<file path="config.mk">
export PLATFORM = sky130hd
export DESIGN_NAME = zx_top
export DESIGN_NICKNAME = d
export VERILOG_FILES = /design/src/hdl/zx_pkg.sv /design/src/hdl/clock_gen.sv /design/src/hdl/sound.sv /design/src/hdl/zports.sv /design/src/hdl/zsignals.sv /design/src/hdl/zx_top.sv
export VERILOG_INCLUDE_DIRS = /design/src /design/src/hdl
export SDC_FILE = /design/constraint.sdc
export NUM_CORES = 1
export LEC_CHECK = 0
export ABC_CLOCK_PERIOD_IN_PS = 3100
export BUFFER_PORTS_ARGS = -buffer_cell sky130_fd_sc_hd__buf_2
export CAP_MARGIN = 0
export CORE_MARGIN = 2
export CORE_UTILIZATION = 54
export DETAILED_ROUTE_END_ITERATION = 12
export MAX_ROUTING_LAYER = met4
export PLACE_DENSITY_LB_ADDON = 0.12
export SLEW_MARGIN = 20
export SYNTH_ARGS = -nofsm -noshare
export SYNTH_HDL_FRONTEND = slang
export SYNTH_HIERARCHICAL = 1
export SYNTH_SLANG_ARGS = --single-unit
</file>
<file path="constraint.sdc">
create_clock -name fclk -period 3.1 [get_ports fclk]
set_input_delay 0.62 -clock fclk [delete_from_list [all_inputs] [get_ports fclk]]
set_output_delay 0.62 -clock fclk [all_outputs]
set_load 0.005 [all_outputs]
</file>
<file path="src/hdl/zx_config.svh">
`ifndef ZX_CONFIG_SVH
`define ZX_CONFIG_SVH

// low address bytes of the decoded ports
`define ZX_PORT_XT          8'hAF
`define ZX_PORT_FE          8'hFE
`define ZX_PORT_COVOX       8'hFB

// extended registers behind port AF
// the high address byte picks the register
`define ZX_REG_BORDER       8'h0F
`define ZX_REG_SYSCONF      8'h20

// port FE fields
`define ZX_ZBORDER_HIGH     5'b11110
`define ZX_BEEPER_BIT       4

// sysconf fields
`define ZX_SYSCONF_MUX_BIT  2
`define ZX_SYSCONF_TURBO_HI 1
`define ZX_SYSCONF_TURBO_LO 0

// clkz_out half-periods in fclk cycles
`define ZX_TURBO_DIV0       4
`define ZX_TURBO_DIV1       2
`define ZX_TURBO_DIV2       1

// half-period counter width
`define ZX_TURBO_CNT_W      3

`endif

</file>
<file path="src/hdl/zx_pkg.sv">
package zx_pkg;

	// z80 address bus
	typedef logic [15:0] zaddr_t;

	// z80 data byte, also sysconf and covox sample
	typedef logic [7:0] zdata_t;

	// border colour as held for the video side
	typedef logic [7:0] border_t;

	// cpu clock rate select
	// values 2 and 3 both give the fastest rate
	typedef logic [1:0] turbo_t;

endpackage

</file>
<file path="src/hdl/clock_gen.sv">
`timescale 1ns/1ps

`include "zx_config.svh"

module clock_gen (
	input  logic           fclk,
	input  logic           rst,
	input  zx_pkg::turbo_t turbo,
	output logic           f0,
	output logic           clkz_out
);

	localparam int CNT_W = `ZX_TURBO_CNT_W;

	logic [CNT_W-1:0] cnt;
	logic [CNT_W-1:0] reload;

	// half-period minus one for the selected rate
	always_comb begin
		case (turbo)
			2'd0: begin
				reload = CNT_W'(`ZX_TURBO_DIV0 - 1);
			end
			2'd1: begin
				reload = CNT_W'(`ZX_TURBO_DIV1 - 1);
			end
			default: begin
				reload = CNT_W'(`ZX_TURBO_DIV2 - 1);
			end
		endcase
	end

	////////////////////
	// cpu clock
	////////////////////

	// turbo is only sampled on reload
	// so a new rate starts with the next half-period
	always_ff @(posedge fclk) begin
		if (rst) begin
			cnt      <= '0;
			clkz_out <= 1'b0;
		end else if (cnt == '0) begin
			cnt      <= reload;
			clkz_out <= ~clkz_out;
		end else begin
			cnt <= cnt - 1'b1;
		end
	end

	////////////////////
	// sound strobe
	////////////////////

	// high every other fclk cycle
	always_ff @(posedge fclk) begin
		if (rst) begin
			f0 <= 1'b0;
		end else begin
			f0 <= ~f0;
		end
	end

endmodule

</file>
<file path="src/hdl/sound.sv">
`timescale 1ns/1ps

module sound (
	input  logic           fclk,
	input  logic           rst,
	input  logic           f0,
	input  logic           beeper_mux,
	input  logic           beeper_bit,
	input  zx_pkg::zdata_t covox_data,
	output logic           beep
);

	// bit 8 holds the carry of the last add
	logic [8:0] acc;
	logic       sd_bit;

	////////////////////
	// sigma-delta
	////////////////////

	// first order modulator stepped at the f0 rate
	// carry density is covox_data over 256
	always_ff @(posedge fclk) begin
		if (rst) begin
			acc <= '0;
		end else if (f0) begin
			acc <= {1'b0, acc[7:0]} + {1'b0, covox_data};
		end
	end

	assign sd_bit = acc[8];

	////////////////////
	// output
	////////////////////

	// beeper mode follows the port bit every cycle
	always_ff @(posedge fclk) begin
		if (rst) begin
			beep <= 1'b0;
		end else if (beeper_mux) begin
			beep <= sd_bit;
		end else begin
			beep <= beeper_bit;
		end
	end

endmodule

</file>
<file path="src/hdl/zports.sv">
`timescale 1ns/1ps

`include "zx_config.svh"

module zports (
	input  logic            fclk,
	input  logic            rst,
	input  zx_pkg::zaddr_t  a,
	input  zx_pkg::zdata_t  d_in,
	input  logic            iord,
	input  logic            iowr_s,
	output zx_pkg::zdata_t  d_out,
	output logic            d_ena,
	output zx_pkg::border_t border,
	output zx_pkg::turbo_t  turbo,
	output logic            beeper_mux,
	output logic            beeper_bit,
	output zx_pkg::zdata_t  covox_data
);

	logic [7:0] loa;
	logic [7:0] hia;

	logic port_xt;
	logic hit_border;
	logic hit_sysconf;
	logic hit_fe;
	logic hit_covox;

	logic border_wr;
	logic sysconf_wr;
	logic zborder_wr;
	logic covox_wr;

	zx_pkg::zdata_t sysconf;

	////////////////////
	// address decode
	////////////////////

	assign loa = a[7:0];
	assign hia = a[15:8];

	// extended ports share low byte AF
	assign port_xt     = (loa == `ZX_PORT_XT);
	assign hit_border  = port_xt & (hia == `ZX_REG_BORDER);
	assign hit_sysconf = port_xt & (hia == `ZX_REG_SYSCONF);

	// classic ports ignore the high byte
	assign hit_fe    = (loa == `ZX_PORT_FE);
	assign hit_covox = (loa == `ZX_PORT_COVOX);

	assign border_wr  = iowr_s & hit_border;
	assign sysconf_wr = iowr_s & hit_sysconf;
	assign zborder_wr = iowr_s & hit_fe;
	assign covox_wr   = iowr_s & hit_covox;

	////////////////////
	// registers
	////////////////////

	// full byte from port AF, or the 3-bit colour from FE
	always_ff @(posedge fclk) begin
		if (rst) begin
			border <= '0;
		end else if (border_wr) begin
			border <= zx_pkg::border_t'(d_in);
		end else if (zborder_wr) begin
			border <= {`ZX_ZBORDER_HIGH, d_in[2:0]};
		end
	end

	always_ff @(posedge fclk) begin
		if (rst) begin
			sysconf <= '0;
		end else if (sysconf_wr) begin
			sysconf <= d_in;
		end
	end

	// beeper bit comes with every FE write
	always_ff @(posedge fclk) begin
		if (rst) begin
			beeper_bit <= 1'b0;
		end else if (zborder_wr) begin
			beeper_bit <= d_in[`ZX_BEEPER_BIT];
		end
	end

	always_ff @(posedge fclk) begin
		if (rst) begin
			covox_data <= '0;
		end else if (covox_wr) begin
			covox_data <= d_in;
		end
	end

	// sysconf fields
	assign turbo      = sysconf[`ZX_SYSCONF_TURBO_HI:`ZX_SYSCONF_TURBO_LO];
	assign beeper_mux = sysconf[`ZX_SYSCONF_MUX_BIT];

	////////////////////
	// read-back
	////////////////////

	// only the two extended registers answer a read
	always_comb begin
		d_ena = iord & (hit_border | hit_sysconf);
		if (hit_border) begin
			d_out = zx_pkg::zdata_t'(border);
		end else begin
			d_out = sysconf;
		end
	end

endmodule

</file>
<file path="src/hdl/zsignals.sv">
`timescale 1ns/1ps

module zsignals #(
	parameter int SYNC_STAGES = 2
) (
	input  logic fclk,
	input  logic rst,
	input  logic iorq_n,
	input  logic rd_n,
	input  logic wr_n,
	input  logic m1_n,
	output logic iord,
	output logic iowr_s
);

	// strobe positions in the synchronizer vector
	localparam int B_IORQ = 0;
	localparam int B_RD   = 1;
	localparam int B_WR   = 2;
	localparam int B_M1   = 3;
	localparam int NSTB   = 4;

	logic [NSTB-1:0] stb_raw_n;
	logic [NSTB-1:0] sync_q [SYNC_STAGES];
	logic [NSTB-1:0] stb_n;

	logic iorq;
	logic rd;
	logic wr;
	logic m1;
	logic iowr;
	logic iowr_hist;

	assign stb_raw_n = {m1_n, wr_n, rd_n, iorq_n};

	////////////////////
	// synchronizers
	////////////////////

	// chains come out of reset with every strobe idle
	always_ff @(posedge fclk) begin
		if (rst) begin
			for (int i = 0; i < SYNC_STAGES; i++) begin
				sync_q[i] <= '1;
			end
		end else begin
			sync_q[0] <= stb_raw_n;
			for (int i = 1; i < SYNC_STAGES; i++) begin
				sync_q[i] <= sync_q[i-1];
			end
		end
	end

	assign stb_n = sync_q[SYNC_STAGES-1];

	// active high levels in the fclk domain
	assign iorq = ~stb_n[B_IORQ];
	assign rd   = ~stb_n[B_RD];
	assign wr   = ~stb_n[B_WR];
	assign m1   = ~stb_n[B_M1];

	////////////////////
	// io cycle decode
	////////////////////

	// m1 with iorq is an interrupt acknowledge, not a port access
	assign iord = iorq & rd & ~m1;
	assign iowr = iorq & wr & ~m1;

	always_ff @(posedge fclk) begin
		if (rst) begin
			iowr_hist <= 1'b0;
		end else begin
			iowr_hist <= iowr;
		end
	end

	// one cycle at the start of the write
	assign iowr_s = iowr & ~iowr_hist;

endmodule

</file>
<file path="src/hdl/zx_top.sv">
`timescale 1ns/1ps

module zx_top (
	// clock and reset
	input  logic            fclk,
	input  logic            rst,

	// z80 bus
	input  zx_pkg::zaddr_t  a,
	input  zx_pkg::zdata_t  d_in,
	output zx_pkg::zdata_t  d_out,
	output logic            d_ena,
	input  logic            iorq_n,
	input  logic            rd_n,
	input  logic            wr_n,
	input  logic            m1_n,

	// cpu clock
	output logic            clkz_out,

	// video and sound
	output zx_pkg::border_t border,
	output logic            beep
);

	// bus strobes in the fclk domain
	logic iord;
	logic iowr_s;

	// configuration from the port registers
	zx_pkg::turbo_t turbo;
	logic           beeper_mux;
	logic           beeper_bit;
	zx_pkg::zdata_t covox_data;

	// sound strobe
	logic f0;

	////////////////////
	// clocks
	////////////////////

	clock_gen clock_gen_i (
		.fclk     (fclk),
		.rst      (rst),
		.turbo    (turbo),
		.f0       (f0),
		.clkz_out (clkz_out)
	);

	////////////////////
	// z80 interface
	////////////////////

	zsignals #(
		.SYNC_STAGES (2)
	) zsignals_i (
		.fclk   (fclk),
		.rst    (rst),
		.iorq_n (iorq_n),
		.rd_n   (rd_n),
		.wr_n   (wr_n),
		.m1_n   (m1_n),
		.iord   (iord),
		.iowr_s (iowr_s)
	);

	zports zports_i (
		.fclk       (fclk),
		.rst        (rst),
		.a          (a),
		.d_in       (d_in),
		.iord       (iord),
		.iowr_s     (iowr_s),
		.d_out      (d_out),
		.d_ena      (d_ena),
		.border     (border),
		.turbo      (turbo),
		.beeper_mux (beeper_mux),
		.beeper_bit (beeper_bit),
		.covox_data (covox_data)
	);

	////////////////////
	// beeper and covox
	////////////////////

	sound sound_i (
		.fclk       (fclk),
		.rst        (rst),
		.f0         (f0),
		.beeper_mux (beeper_mux),
		.beeper_bit (beeper_bit),
		.covox_data (covox_data),
		.beep       (beep)
	);

endmodule

</file>
# Word-level counts from Yosys, hierarchy flattened
# Memory sizes are Yosys's and may differ from the RTL's.
# Cells that the tools add are included.
# Widths: inputs -> output; s select.
[classes] add_sub_neg=2 n_mul=0 n_div=0 magnitude_cmp=0 n_eq_ne=6 shift=0 n_mux=11 bitwise_logic=21 n_reduce_logical=3
[ops] cell="$eq 8x8->1 const B" count=3
[ops] cell="$mux 8" count=3
[ops] cell="$and 1x1->1" count=12
[ops] cell="$add 8x8->9" count=1
[ops] cell="$eq 8x4->1 const B" count=1
[ops] cell="$eq 8x6->1 const B" count=1
[ops] cell="$mux 4" count=2
[ops] cell="$not 1->1" count=6
[ops] cell="$mux 1" count=4
[ops] cell="$pmux 2 s2" count=1
[ops] cell="$logic_not 3->1" count=1
[ops] cell="$mux 3" count=1
[ops] cell="$or 1x1->1" count=3
[ops] cell="$sub 3x1->3 const B" count=1
[ops] cell="$eq 2x1->1 const B" count=1
[ops] cell="$logic_not 2->1" count=1
[ops] cell="$reduce_bool 2->1" count=1
[word_totals] register_bits=41 latchBits=0 mem_bits_rw=8 rom_bits=0 out_inout_bits=19 word_cells=54 memories=1
[memory_table] memory="zsignals_i.sync_q" depth=2 word_bits=4 read_ports=2 rd_ports_with_merged_regs=0 wr=2 line_no="zsignals.sv:24" source="logic [NSTB-1:0] sync_q [SYNC_STAGES];"

# Depth between registers and ports, before layout
# An unclocked memory read counts as a cell.
[depth] depth_word=8 mapped_depth=6 ltp_nobuf=6

# Modules after synthesis
# The synthesis kept the hierarchy.
[modules_own_cells] module="zports" n_inst=1 cells_each=124 area_per_inst_um2=1184.9 seq_area_each_um2=500.5
[modules_own_cells] module="sound" n_inst=1 cells_each=77 area_per_inst_um2=674.4 seq_area_each_um2=200.2
[modules_own_cells] module="zsignals" n_inst=1 cells_each=20 area_per_inst_um2=255.2 seq_area_each_um2=180.2
[modules_own_cells] module="clock_gen" n_inst=1 cells_each=23 area_per_inst_um2=216.5 seq_area_each_um2=100.1

# Worst setup path after synthesis
# OpenSTA, ideal clock, no wires.
[synth_path] kind="input -> output" from="input a[12]" to="output d_out[0]" arrival_ps=2066 t_required_ps=2480 slack_ps=414 stages=5 path_cell_list="or4b_4 nor3_2 and2_1 buf_4 mux2_1"
[synth_between] elab_chain_len=3
[synth_rtl] element="start: declaration" line_no="zx_top.sv:9" source="input zx_pkg::zaddr_t a,"
[synth_rtl] element="$eq 8x4->1 (no source line)"
[synth_rtl] element="$and 1x1->1" line_no="zports.sv:46" source="assign hit_border = port_xt & (hia == `ZX_REG_BORDER);"
[synth_rtl] element="$mux 8" line_no="zports.sv:109" source="if (hit_border) begin"
[synth_rtl] element="end: declaration" line_no="zx_top.sv:11" source="output zx_pkg::zdata_t d_out,"
# Every way passes these cells.

# Worst setup path after layout
[layout_path] from="input a[12]" to="output d_out[2]"
# The elaborated chain is that of the path after synthesis.

==> metrics.yaml <==
outcome: "completed"
grt_pass1_wl_mm: 8.293
synth_area_um2: 2331
cts_root_buffer: "clkbuf_8"
max_stage_delay_ns: 0.56
max_freq_ghz: 0.3449
end_kind: "primary output"
areaGrowthSynthToFinish_pct: 17.50
leakagePower_uw: 0.001214
share_seq_of_total_power_pct: 50.7
cts_setup_buffers: 0
clkPwrFrac_pct: 40.2
die-width_um: 69.70
synth.yosys.seq_area_share_pct: 42.08
switching_share_pct: 21.41
synth_nets: 285
core.rowCount: 23
finalHoldViolCount: 0
finalWirelength_mm: 4.895
cts_tree: "done"
synth_cell_type_count: 52
setup_viol: 0
pwr-share-comb_pct: 9.1
dominantRegCellSynth: "dfxtp_1"
grt_pass1_vias: 1783
fin_skew_ns: 0.007195
yosysTopAreaCell: "dfxtp_1"
die_y_um: 69.70
hold_ws_ns: 0.4031
htreeDepth: 2
layout.nets: 333
startpoint_type: "input pin"
grt_overflow: 0
grt_antenna_before_repair: 0
netSwitchingPower_uw: 279.4
vdd_drop_max_uv: 366.1
timing.final.crit_share_pct: 93.52
setup_tns_ns: 0
synth-edff-count: 0
wl_per_cell_um: 14.27
dieArea_um2: 4858
ys_seq_elements: 49
drv_cap: 0
hpwl_mm: 3.579
cpMaxStageDelayCell: "or4b_4"
cp.required_ns: 2.48
drv_slew: 0
clk_pin_slew_ns: 0.09
slew_headroom_pct: 48.51
clock_latency_ns: 0.30
cp_max_fo: 8
synth_top_area_share_pct: 42.08
arrival_ns: 2.28
drt_iter0_markers: 64
rsz0062_at_grt: "no"
dr.pass1.iters: 4
synth.area.top_cells: "dfxtp_1, mux2i_1, ha_1"
grt_usage_pct: 21.76
hp-class: "register to register"
numCtsBuffers: 5
diodes: 0
grt_max_degree: 28
remaining_drc_errors: 0
core_um2: 4086
fin_crit_ns: 2.899
postCtsHoldBufs: 0
p_per_area_nw_per_um2: 476.5
post_synth_inst_count: 244
vias_per_cell: 5.560
ant_nets: 0
vias: 1907
io_buffers: 48
cts_resized: 0
drive_gt1_share_pct: 28.33
syn_area_per_cell_um2: 9.553
worstMarginPinSlew_ns: 0.7666
fillers: 364
worstSetupPathType: "input pin to primary output"
synth_warnings: 6
crit_top_cell: "buf_2"
async_reset_ff_share_pct: 0
boundaryPins: 49
start_util_pct: 57.04
cts_sinks: 49
place_congestion: 0.8723
power.internal_uw: 1026
clock_path_buffers: 2
path_cells: "buf_2, or4b_4, nor3_2, and2_1, buf_4, mux2_1, buf_2"
-- worst max-delay path: cells and delay by family --
kind                   cells  cell delay, ns
multiplexers               1            0.34
AND/OR/NAND/NOR            3            0.91
buffers and inverters      3            0.41
-- power by group through the flow --
stage / clock, uW / combinational (uW) / sequential (uW)
after floorplan: 0 / 79.2 / 673
after global placement: 0 / 118 / 676
after detailed placement: 0 / 120 / 677
after CTS: 533 / 120 / 663
after global routing: 564 / 134 / 666
final: 525 / 118 / 662
-- path summary, 6_finish.rpt --
kind	from	depth (start not counted)	endpoint	slack, ns
setup / recovery	a[12]	7	d_out[2]	0.20
hold reg to reg	zsignals_i/sync_q[0][3]	1	zsignals_i/sync_q[0][7]	0.40
hold / removal	zsignals_i/sync_q[0][3]	1	zsignals_i/sync_q[0][7]	0.40
setup reg to reg	zsignals_i/sync_q[0][4]	6	zports_i/covox_data[4]	0.97
-- through the flow --
stage | area [um^2] | util, % | worst slack, ns | cells | power [uW]
detailed placement | 2605 | 63.75 | 0.1976 | 335 | 796.7
finish | 2739 | 67.02 | 0.2008 | 343 | 1305
global route | 2739 | 67.02 | 0.1195 | 343 | 1364
CTS | 2739 | 67.02 | 0.1850 | 343 | 1316
floorplan | 2331 | - | 0.4135 | 244 | 752.5
global placement | 2605 | 63.75 | 0.2284 | 335 | 794.2
-- synthesized netlist by cell type (all sizes together) (2+ instances only) --
library cell  instances
dfxtp                49
nor2                 23
a21oi                17
mux2i                15
nand2                14
o21ai                14
nand3                13
ha                   10
or2                  10
inv                   9
mux2                  8
buf                   7
a211oi                5
nor4                  5
clkbuf                4
nor3                  4
o221a                 4
and2                  2
nand2b                2
nand4                 2
nor3b                 2
nor4b                 2
o21a                  2
or4b                  2
xnor2                 2
-- state kept, by name (all words and copies together), names as in the netlist --
register,flops
zports_i/beeper_bit,1
zports_i/sysconf,8
sound_i/acc,9
zsignals_i/iowr_hist,1
clock_gen_i/clkz_out,1
clock_gen_i/f0,1
zports_i/covox_data,8
clock_gen_i/cnt,3
zports_i/border,8
sound_i/beep,1
zsignals_i/sync_q,8
-- layout make-up --
class	count	area (um^2)	area share, %
multi-input combinational	174	1254	45.77
sequential	49	980.9	35.82
timing repair buffer	52	270.3	9.868
clock buffer	5	68.82	2.513
clock inverter	3	65.06	2.376
tap	50	62.56	2.284
inverter	10	37.54	1.370
-- layout by cell type, fill, tap and decap left out, drive strengths merged, types with 10 or more instances in the layout --
master and count:
nor2 23, buf 52, nand3 13, ha 10, a21oi 17, dfxtp 49
or2 10, mux2i 15, nand2 14, o21ai 14
-- cell families (layout without fill, tap and decap cells) --
kind of cell               after synthesis  after routing  synth area share, %
and+or+nand+nor                         84             84                20.45
buffers and inverters                   21             70                4.133
AOI/OAI and AO/OA                       54             54                16.05
adders and majority gates               11             11                6.227
DFF                                     49             49                42.08
muxes                                   23             23                10.31
xor gates and xnor gates                 2              2               0.7516
-- layer usage --
layer  wire (um)  global-route usage [%]  vias to the layer above
li1            -                       -                      975
met1        2260                   26.34                      881
met2        2322                   36.22                       42
met3         239                   5.233                        9
met4          73                   6.410                        0
met5           0                       -                        -
Power figures use the tool's default switching activity.
